`src/ising_cfg_pkg.sv`:
```
/*
 * Shared sizes, types and the weight encoding for the Ising-machine configuration path.
 * Imported by the weight memory, the sequencer and the top level.
 */
package ising_cfg_pkg;

    localparam int NUM_SPIN    = 16;
    localparam int BITDATA     = 4;
    localparam int PARALLELISM = 4;
    localparam int J_WORDS     = NUM_SPIN / PARALLELISM;
    localparam int J_ADDR_W    = $clog2(J_WORDS);
    localparam int ROW_W       = NUM_SPIN * BITDATA;
    localparam int WORD_W      = ROW_W * PARALLELISM;
    localparam int CNT_W       = 16;
    localparam int SEL_W       = (PARALLELISM > 1) ? $clog2(PARALLELISM) : 1;

    typedef logic [ROW_W-1:0]  wbl_row_t;
    typedef logic [WORD_W-1:0] j_word_t;

    typedef struct packed {
        logic [CNT_W-1:0] wwl_high;
        logic [CNT_W-1:0] wwl_low;
        logic [CNT_W-1:0] trans_num;
    } cfg_timing_t;

    localparam cfg_timing_t CFG_DEFAULT = '{
        wwl_high:  CNT_W'(1),
        wwl_low:   CNT_W'(1),
        trans_num: CNT_W'(J_WORDS)
    };

    typedef enum logic [2:0] {
        ST_IDLE,
        ST_FETCH,
        ST_HIGH,
        ST_LOW,
        ST_DONE
    } cfg_state_e;

    // Two's complement weight to sign-magnitude array code
    // The value -8 has no code and maps to zero
    function automatic logic [BITDATA-1:0] encode_weight(input logic [BITDATA-1:0] v);
        logic [BITDATA-1:0] mag;
        mag = -v;
        if (!v[BITDATA-1]) begin
            encode_weight = (v == '0) ? '0 : {v[BITDATA-2:0], 1'b1};
        end else if (v[BITDATA-2:0] == '0) begin
            encode_weight = '0;
        end else begin
            encode_weight = {mag[BITDATA-2:0], 1'b0};
        end
    endfunction

endpackage

```
`src/analog_cfg.sv`:
```
/*
 * Sequencer that walks the J rows and then H, encodes each row onto the bit lines
 * and pulses one write word line per row with programmable high and low times.
 */
`timescale 1ns/1ns

module analog_cfg (
    input  logic                              clk_i,
    input  logic                              reset_i,
    input  logic                              cfg_load_i,
    input  ising_cfg_pkg::cfg_timing_t        cfg_i,
    input  logic                              start_i,
    // Weight memory
    output logic                              j_ren_o,
    output logic [ising_cfg_pkg::J_ADDR_W-1:0] j_raddr_o,
    input  ising_cfg_pkg::j_word_t            j_rdata_i,
    output logic                              h_ren_o,
    input  ising_cfg_pkg::wbl_row_t           h_rdata_i,
    // Analog array
    output logic [ising_cfg_pkg::NUM_SPIN-1:0] j_wwl_o,
    output logic                              h_wwl_o,
    output ising_cfg_pkg::wbl_row_t           wbl_o,
    output logic                              idle_o
);
    import ising_cfg_pkg::*;

    cfg_state_e          state_q;
    cfg_timing_t         cfg_q;
    logic [J_ADDR_W-1:0] addr_q, addr_nxt;
    logic [SEL_W-1:0]    row_sel_q, row_nxt;
    logic                h_phase_q, h_nxt;
    logic                rd_done_q;
    logic [NUM_SPIN-1:0] j_wwl_q, j_wwl_d;
    logic                h_wwl_q;
    wbl_row_t            wbl_q, wbl_d, row_raw;
    logic                high_last, low_last;
    logic                fetch_rd, load_row, load_low;
    logic                last_word, end_of_word;

    assign idle_o    = (state_q == ST_IDLE);
    assign last_word = (CNT_W'(addr_q) == cfg_q.trans_num - CNT_W'(1));

    // First word read, then the prep cycle once it has landed
    assign fetch_rd  = (state_q == ST_FETCH) && !rd_done_q;
    assign load_row  = ((state_q == ST_FETCH) && rd_done_q) ||
                       ((state_q == ST_LOW) && low_last);
    assign load_low  = (state_q == ST_HIGH) && high_last;

    // Prefetch next word (or H) so it is ready by the end of the low phase
    assign end_of_word = load_low && !h_phase_q && (row_sel_q == SEL_W'(PARALLELISM - 1));
    assign j_ren_o     = fetch_rd || (end_of_word && !last_word);
    assign h_ren_o     = end_of_word && last_word;
    assign j_raddr_o   = fetch_rd ? addr_q : addr_q + 1'b1;

    // Row that the next high phase writes
    always_comb begin
        row_nxt  = '0;
        addr_nxt = addr_q;
        h_nxt    = 1'b0;
        if (state_q == ST_LOW) begin
            if (row_sel_q != SEL_W'(PARALLELISM - 1)) begin
                row_nxt = row_sel_q + 1'b1;
            end else if (last_word) begin
                row_nxt = row_sel_q;
                h_nxt   = 1'b1;
            end else begin
                addr_nxt = addr_q + 1'b1;
            end
        end
    end

    always_comb begin
        row_raw = h_nxt ? h_rdata_i : j_rdata_i[row_nxt*ROW_W +: ROW_W];
        for (int i = 0; i < NUM_SPIN; i++) begin
            wbl_d[i*BITDATA +: BITDATA] = encode_weight(row_raw[i*BITDATA +: BITDATA]);
        end
    end

    always_comb begin
        j_wwl_d = '0;
        j_wwl_d[addr_nxt*PARALLELISM + row_nxt] = !h_nxt;
    end

    always_ff @(posedge clk_i) begin
        if (reset_i) begin
            state_q   <= ST_IDLE;
            cfg_q     <= CFG_DEFAULT;
            addr_q    <= '0;
            row_sel_q <= '0;
            h_phase_q <= 1'b0;
            rd_done_q <= 1'b0;
            j_wwl_q   <= '0;
            h_wwl_q   <= 1'b0;
            wbl_q     <= '0;
        end else begin
            rd_done_q <= fetch_rd;
            case (state_q)
                ST_IDLE: begin
                    if (cfg_load_i) begin
                        cfg_q <= cfg_i;
                    end
                    if (start_i) begin
                        state_q   <= ST_FETCH;
                        addr_q    <= '0;
                        row_sel_q <= '0;
                        h_phase_q <= 1'b0;
                    end
                end
                ST_FETCH, ST_LOW: begin
                    if (load_row) begin
                        state_q   <= ST_HIGH;
                        addr_q    <= addr_nxt;
                        row_sel_q <= row_nxt;
                        h_phase_q <= h_nxt;
                        wbl_q     <= wbl_d;
                        j_wwl_q   <= j_wwl_d;
                        h_wwl_q   <= h_nxt;
                    end
                end
                ST_HIGH: begin
                    if (high_last) begin
                        state_q <= h_phase_q ? ST_DONE : ST_LOW;
                        j_wwl_q <= '0;
                        h_wwl_q <= 1'b0;
                    end
                end
                ST_DONE: begin
                    // Low phase after the H write leaves the bit lines unchanged
                    if (low_last) begin
                        state_q <= ST_IDLE;
                    end
                end
                default: state_q <= ST_IDLE;
            endcase
        end
    end

    assign j_wwl_o = j_wwl_q;
    assign h_wwl_o = h_wwl_q;
    assign wbl_o   = wbl_q;

    phase_counter u_high_timer (
        .clk_i   (clk_i),
        .reset_i (reset_i),
        .load_i  (load_row),
        .len_i   (cfg_q.wwl_high),
        .last_o  (high_last)
    );

    phase_counter u_low_timer (
        .clk_i   (clk_i),
        .reset_i (reset_i),
        .load_i  (load_low),
        .len_i   (cfg_q.wwl_low),
        .last_o  (low_last)
    );

endmodule

```
`src/ising_cfg_top.sv`:
```
/*
 * Top level of the Ising array configuration path.
 * Joins the weight memory to the WWL/WBL sequencer.
 */
`timescale 1ns/1ns

module ising_cfg_top (
    input  logic                              clk_i,
    input  logic                              reset_i,
    input  logic                              j_we_i,
    input  logic [ising_cfg_pkg::J_ADDR_W-1:0] j_addr_i,
    input  ising_cfg_pkg::j_word_t            j_wdata_i,
    input  logic                              h_we_i,
    input  ising_cfg_pkg::wbl_row_t           h_wdata_i,
    input  logic                              cfg_load_i,
    input  ising_cfg_pkg::cfg_timing_t        cfg_i,
    input  logic                              start_i,
    output logic [ising_cfg_pkg::NUM_SPIN-1:0] j_wwl_o,
    output logic                              h_wwl_o,
    output ising_cfg_pkg::wbl_row_t           wbl_o,
    output logic                              idle_o
);
    import ising_cfg_pkg::*;

    logic                j_ren;
    logic [J_ADDR_W-1:0] j_raddr;
    j_word_t             j_rdata;
    logic                h_ren;
    wbl_row_t            h_rdata;

    weight_mem u_weight_mem (
        .clk_i     (clk_i),
        .reset_i   (reset_i),
        .j_we_i    (j_we_i),
        .j_addr_i  (j_addr_i),
        .j_wdata_i (j_wdata_i),
        .h_we_i    (h_we_i),
        .h_wdata_i (h_wdata_i),
        .j_ren_i   (j_ren),
        .j_raddr_i (j_raddr),
        .h_ren_i   (h_ren),
        .j_rdata_o (j_rdata),
        .h_rdata_o (h_rdata)
    );

    analog_cfg u_analog_cfg (
        .clk_i      (clk_i),
        .reset_i    (reset_i),
        .cfg_load_i (cfg_load_i),
        .cfg_i      (cfg_i),
        .start_i    (start_i),
        .j_ren_o    (j_ren),
        .j_raddr_o  (j_raddr),
        .j_rdata_i  (j_rdata),
        .h_ren_o    (h_ren),
        .h_rdata_i  (h_rdata),
        .j_wwl_o    (j_wwl_o),
        .h_wwl_o    (h_wwl_o),
        .wbl_o      (wbl_o),
        .idle_o     (idle_o)
    );

endmodule

```
`src/phase_counter.sv`:
```
/*
 * Loadable countdown timer for one word-line phase.
 * last_o marks the final cycle of a phase that is len_i cycles long.
 */
`timescale 1ns/1ns

module phase_counter (
    input  logic                           clk_i,
    input  logic                           reset_i,
    input  logic                           load_i,
    input  logic [ising_cfg_pkg::CNT_W-1:0] len_i,
    output logic                           last_o
);
    import ising_cfg_pkg::*;

    logic [CNT_W-1:0] cnt_q;

    // Load cycle itself counts as the first cycle of the phase
    always_ff @(posedge clk_i) begin
        if (reset_i) begin
            cnt_q <= '0;
        end else if (load_i) begin
            cnt_q <= len_i - CNT_W'(1);
        end else if (cnt_q != '0) begin
            cnt_q <= cnt_q - CNT_W'(1);
        end
    end

    // Holds at zero between phases
    assign last_o = (cnt_q == '0);

endmodule

```
`src/weight_mem.sv`:
```
/*
 * Weight store for J words and the H row, filled by the host while the sequencer is idle.
 * Both read ports have one cycle of latency.
 */
`timescale 1ns/1ns

module weight_mem (
    input  logic                              clk_i,
    input  logic                              reset_i,
    // Host write port
    input  logic                              j_we_i,
    input  logic [ising_cfg_pkg::J_ADDR_W-1:0] j_addr_i,
    input  ising_cfg_pkg::j_word_t            j_wdata_i,
    input  logic                              h_we_i,
    input  ising_cfg_pkg::wbl_row_t           h_wdata_i,
    // Sequencer read port
    input  logic                              j_ren_i,
    input  logic [ising_cfg_pkg::J_ADDR_W-1:0] j_raddr_i,
    input  logic                              h_ren_i,
    output ising_cfg_pkg::j_word_t            j_rdata_o,
    output ising_cfg_pkg::wbl_row_t           h_rdata_o
);
    import ising_cfg_pkg::*;

    j_word_t  j_mem_q [J_WORDS];
    wbl_row_t h_row_q;

    always_ff @(posedge clk_i) begin
        if (j_we_i) begin
            j_mem_q[j_addr_i] <= j_wdata_i;
        end
        if (h_we_i) begin
            h_row_q <= h_wdata_i;
        end
    end

    always_ff @(posedge clk_i) begin
        if (reset_i) begin
            j_rdata_o <= '0;
            h_rdata_o <= '0;
        end else begin
            if (j_ren_i) begin
                j_rdata_o <= j_mem_q[j_raddr_i];
            end
            if (h_ren_i) begin
                h_rdata_o <= h_row_q;
            end
        end
    end

endmodule
```
`config.mk`:
```
export PLATFORM = sky130hd
export DESIGN_NAME = ising_cfg_top
export DESIGN_NICKNAME = d
export VERILOG_FILES = /design/src/ising_cfg_pkg.sv /design/src/analog_cfg.sv /design/src/ising_cfg_top.sv /design/src/phase_counter.sv /design/src/weight_mem.sv
export SDC_FILE = /design/constraint.sdc
export NUM_CORES = 2
export LEC_CHECK = 0
export BUFFER_PORTS_ARGS = -buffer_cell sky130_fd_sc_hd__buf_2
export CAP_MARGIN = 10
export CORE_ASPECT_RATIO = 0.8
export CORE_MARGIN = 10
export CORE_UTILIZATION = 30
export DETAILED_ROUTE_END_ITERATION = 10
export SETUP_SLACK_MARGIN = 0.1
export SYNTH_ARGS = -nofsm -noshare
export SYNTH_HDL_FRONTEND = slang
export SYNTH_HIERARCHICAL = 1
export SYNTH_SLANG_ARGS = --single-unit
```
`constraint.sdc`:
```
create_clock -name clk_i -period 68.4 [get_ports clk_i]
set_clock_uncertainty 0.15 [all_clocks]
set_input_delay 10.26 -clock clk_i [delete_from_list [all_inputs] [get_ports clk_i]]
set_output_delay 10.26 -clock clk_i [all_outputs]
set_load 0.02 [all_outputs]
```
* Word-level counts from Yosys, hierarchy flattened
Memories as Yosys holds them, arrays and structs flattened. A register that Yosys moved wholly into a read port is not among the register bits. Cells that the tools add are included.
Storage, ports and cells: bits in registers 298, bits in writable memories 1024, input bits 376, output and inout bits 82, word-level logic and storage cells 203, memories kept 1
Cells by class: add/subtract/negate cells 24, magnitude comparators 2, eq/ne operators 11, shift-type cells 1, mux-type cells 86, bitwise logic cells 1, reductions and logical operators 62
Memories:
- u_weight_mem.j_mem_q | words 4, width 256, rd ports 1, clocked after memory_dff 1, wr ports 1, line weight_mem.sv:25 | j_word_t j_mem_q [J_WORDS];
Operators by type and width (count):
- variable part select 256 x 9 -> 64 bit | 1
- two-way mux 4 bit | 48
- two-way mux 16 bit | 6
- subtractor 16 x 1 -> 16 bit, second input constant | 5
- zero test 4 bit | 16
- two-way mux 64 bit | 1
- zero test 3 bit | 17
- negation 3 bit | 16
- >= comparator 32 x 1 -> 1 bit, second input constant | 1
- zero test 16 bit | 2
- less-than comparator 32 x 5 -> 1 bit, second input constant | 1
- one-hot mux 16 bit (2 select lines) | 1
- nonzero test 16 bit | 2
- two-way mux 2 bit | 10
- bitwise AND 16 bit | 1
- equality test 2 x 16 -> 1 bit | 1
- two-way mux 3 bit | 5
- one-hot mux 3 bit (4 select lines) | 1
- logical AND 1 bit | 9
- two-way mux 1 bit | 9
- one-hot mux 2 bit (2 select lines) | 2
- nonzero test 2 bit | 4
- equality test 3 x 2 -> 1 bit, second input constant | 2
- inequality test 2 x 1 -> 1 bit, second input constant | 3
- 14 further kinds | 23

* Logic depth before layout (Yosys ltp)
word-level depth 13, depth in mapped cells 19, gate-level depth less buffers 17

* Hierarchy
The synthesis kept the hierarchy.
By module, submodules not included:
- weight_mem | times used 1, cells each 2751, area each 51871.0 µm², seq. area each 39077.5 µm²
- analog_cfg | times used 1, cells each 1255, area each 9487.8 µm², seq. area each 2762.6 µm²
- phase_counter | times used 2, cells each 125, area each 1149.9 µm², seq. area each 320.3 µm²

* Worst setup path after synthesis
Ideal clock, no wire load.
path type input -> register, start input port j_addr_i[1] in the netlist's numbering, end memory u_weight_mem/j_mem_q[0][0] in the netlist's numbering (enable), arrival 28.757 ns, data required time 67.006 ns, path slack 38.248 ns, stages 1, path through nor3b_1
RTL lines:
- start: declaration | line ising_cfg_top.sv:11 | input logic [ising_cfg_pkg::J_ADDR_W-1:0] j_addr_i,
- end: declaration | line weight_mem.sv:25
Straight into the memory's write port.

* Worst setup path after layout
start input port j_addr_i[0] in the netlist's numbering, end memory u_weight_mem/j_mem_q[3][20] in the netlist's numbering (enable)
Straight into the memory's write port.

==> flow_summary.yaml <==
routing:
  via_count: 39500
  avgRoutedWirePerCell_um: 27.1
  drt_iter0_drc: 3416
  drt_pre_antenna_iters: 6
  drc: 0
  ant_nets: 0
  via_per_inst: 5.15
  drt-total-wl_mm: 207
synthesis:
  synth.distinct_cells: 90
  synth_nets: 4668
  yosysMostFrequentCell: "edfxtp_1"
  async_reset_ff_share_pct: 0
  synth_top_flop_cell: "edfxtp_1"
  synth_top_area_cell: "edfxtp_1"
  yosys-top-cells-area: "edfxtp_1 51%, dfxtp_1 15%, mux2i_1 9.7%"
  synthTopCellsByCount: "1,088 x edfxtp_1, 620 x mux2i_1, 490 x dfxtp_1"
  synth_top_cell_area_share_pct: 51.3
  ys.warnings.count: 6
  syn_inst: 4256
  synth-edff-count: 1088
  mappedNetlistArea_um2: 63700
  syn_avg_cell_area_um2: 15.0
  synth-seq-cells: 1578
  synth.yosys.seq_area_share_pct: 66.7
cts:
  clk_latency_ns: 0.81
  cts_made_buffers: 165
  htreeDepth: 4
  root_buffer: "clkbuf_16"
  cts_resized: 0
  cts.clk_slew.worst_paths_ns: 0.06
  cts_sinks: 1578
  cts_setup_buffers: 0
  ctsHoldBuffers: 0
  cts_tree: "done"
  clk_path_buf_depth: 3
power_and_ir_drop:
  p_per_area_nw_per_um2: 30.1
  switching_power_uw: 544
  ir_worst_vdd_uv: 25.3
  swShare_pct: 24.3
  power.total_mw: 2.24
  p_int_mw: 1.69
  pwr-share-seq_pct: 49.8
  p_clk_share_pct: 40.3
  power_leakage_nw: 24.0
  power_frac_comb_pct: 9.8
critical_path:
  cp_slowest_cell: "buf_4"
  cp.arrival_ns: 13.88
  critical_path.most_common_cell: "buf_4"
  timing_worst_setup_path_type: "in -> reg"
  start_kind: "input port"
  cp.required_ns: 68.67
  crit_chain: "buf_2 > and3_4 > buf_4 > buf_4 > buf_4"
  path_delay_family: "buffers and inverters"
  worstSetupEndpointType: "flop"
  cp_slowest_stage_delay_ns: 0.84
  path_buf_inv: 4
  crit_fanout: 54
timing:
  finalHoldViolCount: 0
  min_period_over_period_pct: 19.9
  slew_viol_final: 0
  fmax_mhz: 73.5
  worstMarginPinSlew_ns: 1.34
  slew_headroom_pct: 10.7
  tns_ns: 0
  rsz0062_at_grt: "false"
  setup_viol: 0
  finalCriticalPeriod_ns: 13.61
job:
  maxCapViolCount: 0
floorplanning:
  num_rows: 151
  die_w_um: 535
  core_area_um2: 211000
  dieHeight_um: 432
  die_area_um2: 231000
  top_level_ports: 458
  start_util_pct: 30.1
placement:
  hpwl_mm: 138
  placed_area_um2: 68700
  io_buffers: 457
  place.gp.congestion: 0.859
grt:
  grt_util_all_layers_pct: 17.1
  grt_pass1_vias: 37700
  antenna_found_initial: 178
  grt_max_degree: 132
  grt_first_pass_wirelength_mm: 288
  grt_overflow_total: 0
layout:
  drive_above_1_share_pct: 28.1
  layout.nets: 5072
  stdcell_area_um2: 74200
  area_growth_pct: 16.6
hold_path:
  hold_path_class: "reg -> reg"
status:
  status: "completed"
## placed cells by master, fill, tap and decap left out, types with 11 or more instances in the layout
cell / count
clkbuf_16: 173
or3b_2: 256
a21oi_1: 136
nand3_1: 26
a221oi_1: 13
a22oi_1: 26
clkbuf_1: 43
nand2_1: 249
o221ai_2: 200
o221ai_1: 71
clkbuf_8: 21
inv_1: 24
a211o_1: 14
edfxtp_1: 1088
mux2i_1: 620
nor2_1: 167
nor4_1: 19
clkinv_1: 20
mux2_2: 26
o22ai_1: 27
and3_1: 12
clkinv_2: 26
a31oi_1: 16
nor3b_1: 18
buf_4: 64
nor3_1: 38
a21o_1: 13
buf_2: 455
o21ai_0: 72
dfxtp_1: 489
ha_1: 35
a32oi_1: 13
a211oi_1: 22
diode_2: 27
or2_2: 11
a22o_1: 19
o31ai_1: 19
## kinds of logic after synthesis
family	after synthesis	synth area share, %
mux	646	10.2
flops	1578	66.7
xor+xnor	17	0.234
fa+ha+maj	36	0.708
compound gates	765	11.2
buf+inv	315	2.54
simple gates	899	8.43
## power groups by stage
stage | clock network, mW | logic [mW] | registers, mW
floorplan | 0 | 0.146 | 1.13
global placement | 0 | 0.213 | 1.13
detailed placement | 0 | 0.219 | 1.13
CTS | 0.919 | 0.220 | 1.11
global route | 0.958 | 0.240 | 1.12
finish | 0.902 | 0.220 | 1.11
## registers in the layout (all words and copies together), names as in the netlist
name / cells
u_analog_cfg/addr_q: 2
u_analog_cfg/cfg_q: 48
u_analog_cfg/h_phase_q: 1
u_analog_cfg/h_wwl_o: 1
u_analog_cfg/j_wwl_o: 16
u_analog_cfg/rd_done_q: 1
u_analog_cfg/row_sel_q: 2
u_analog_cfg/state_q: 3
u_analog_cfg/u_high_timer/cnt_q: 16
u_analog_cfg/u_low_timer/cnt_q: 16
u_analog_cfg/wbl_o: 64
u_weight_mem/h_rdata_o: 64
u_weight_mem/h_row_q: 64
u_weight_mem/j_mem_q: 1024
u_weight_mem/j_rdata_o: 256
## layout make-up
type,count,area (um^2)
inverter,25,95.1
antenna,27,67.6
clock buffer,239,4790
timing repair buffer,527,2910
clock inverter,72,668
multi-input combinational,2363,19700
fill,20100,137000
tap,2830,3540
sequential,1578,42500
## routing by layer
| metal | global-route usage, % | share of wire, % |
|---|---|---|
| met2 | 25.8 | 44 |
| met4 | 6.00 | 3.6 |
| met1 | 22.6 | 42 |
| met3 | 6.35 | 9.8 |
| met5 | 0 | 0.35 |
## through the flow
stage          utilization (%)  hold slack, ns  setup slack, ns  instances
2_1_floorplan                -           0.283            38.25       4256
3_3_place_gp              32.5           0.287            53.79       7323
3_5_place_dp              32.5           0.289            53.85       7323
4_1_cts                   35.1           0.301            54.71       7634
5_1_grt                   35.1           0.333            54.57       7645
6_report                  35.1           0.300            54.79       7661
## worst register-to-register path: cells and delay by family (launching register included)
| family | cells | cell delay [ns] |
|---|---|---|
| adder cells (fa/ha/maj) | 1 | 0.23 |
| AND/OR/NAND/NOR | 4 | 1.94 |
| flip-flops | 1 | 0.35 |
| buffers and inverters | 5 | 2.76 |
| AO/OA/AOI/OAI | 4 | 0.71 |
## path summary, 6_finish.rpt
| path | slack [ns] | from | to | depth (start not counted) |
|---|---|---|---|---|
| worst max-delay path | 54.79 | j_addr_i[0] | u_weight_mem/j_mem_q[3][20] | 5 |
| worst min-delay path | 0.30 | u_analog_cfg/wbl_o[36] | u_analog_cfg/wbl_o[36] | 2 |
| worst max register to register | 62.12 | u_analog_cfg/cfg_q[0] | u_weight_mem/j_rdata_o[0] | 14 |
| worst min register to register | 0.30 | u_analog_cfg/wbl_o[36] | u_analog_cfg/wbl_o[36] | 2 |
No activity file was read; power rests on OpenSTA's default activity.
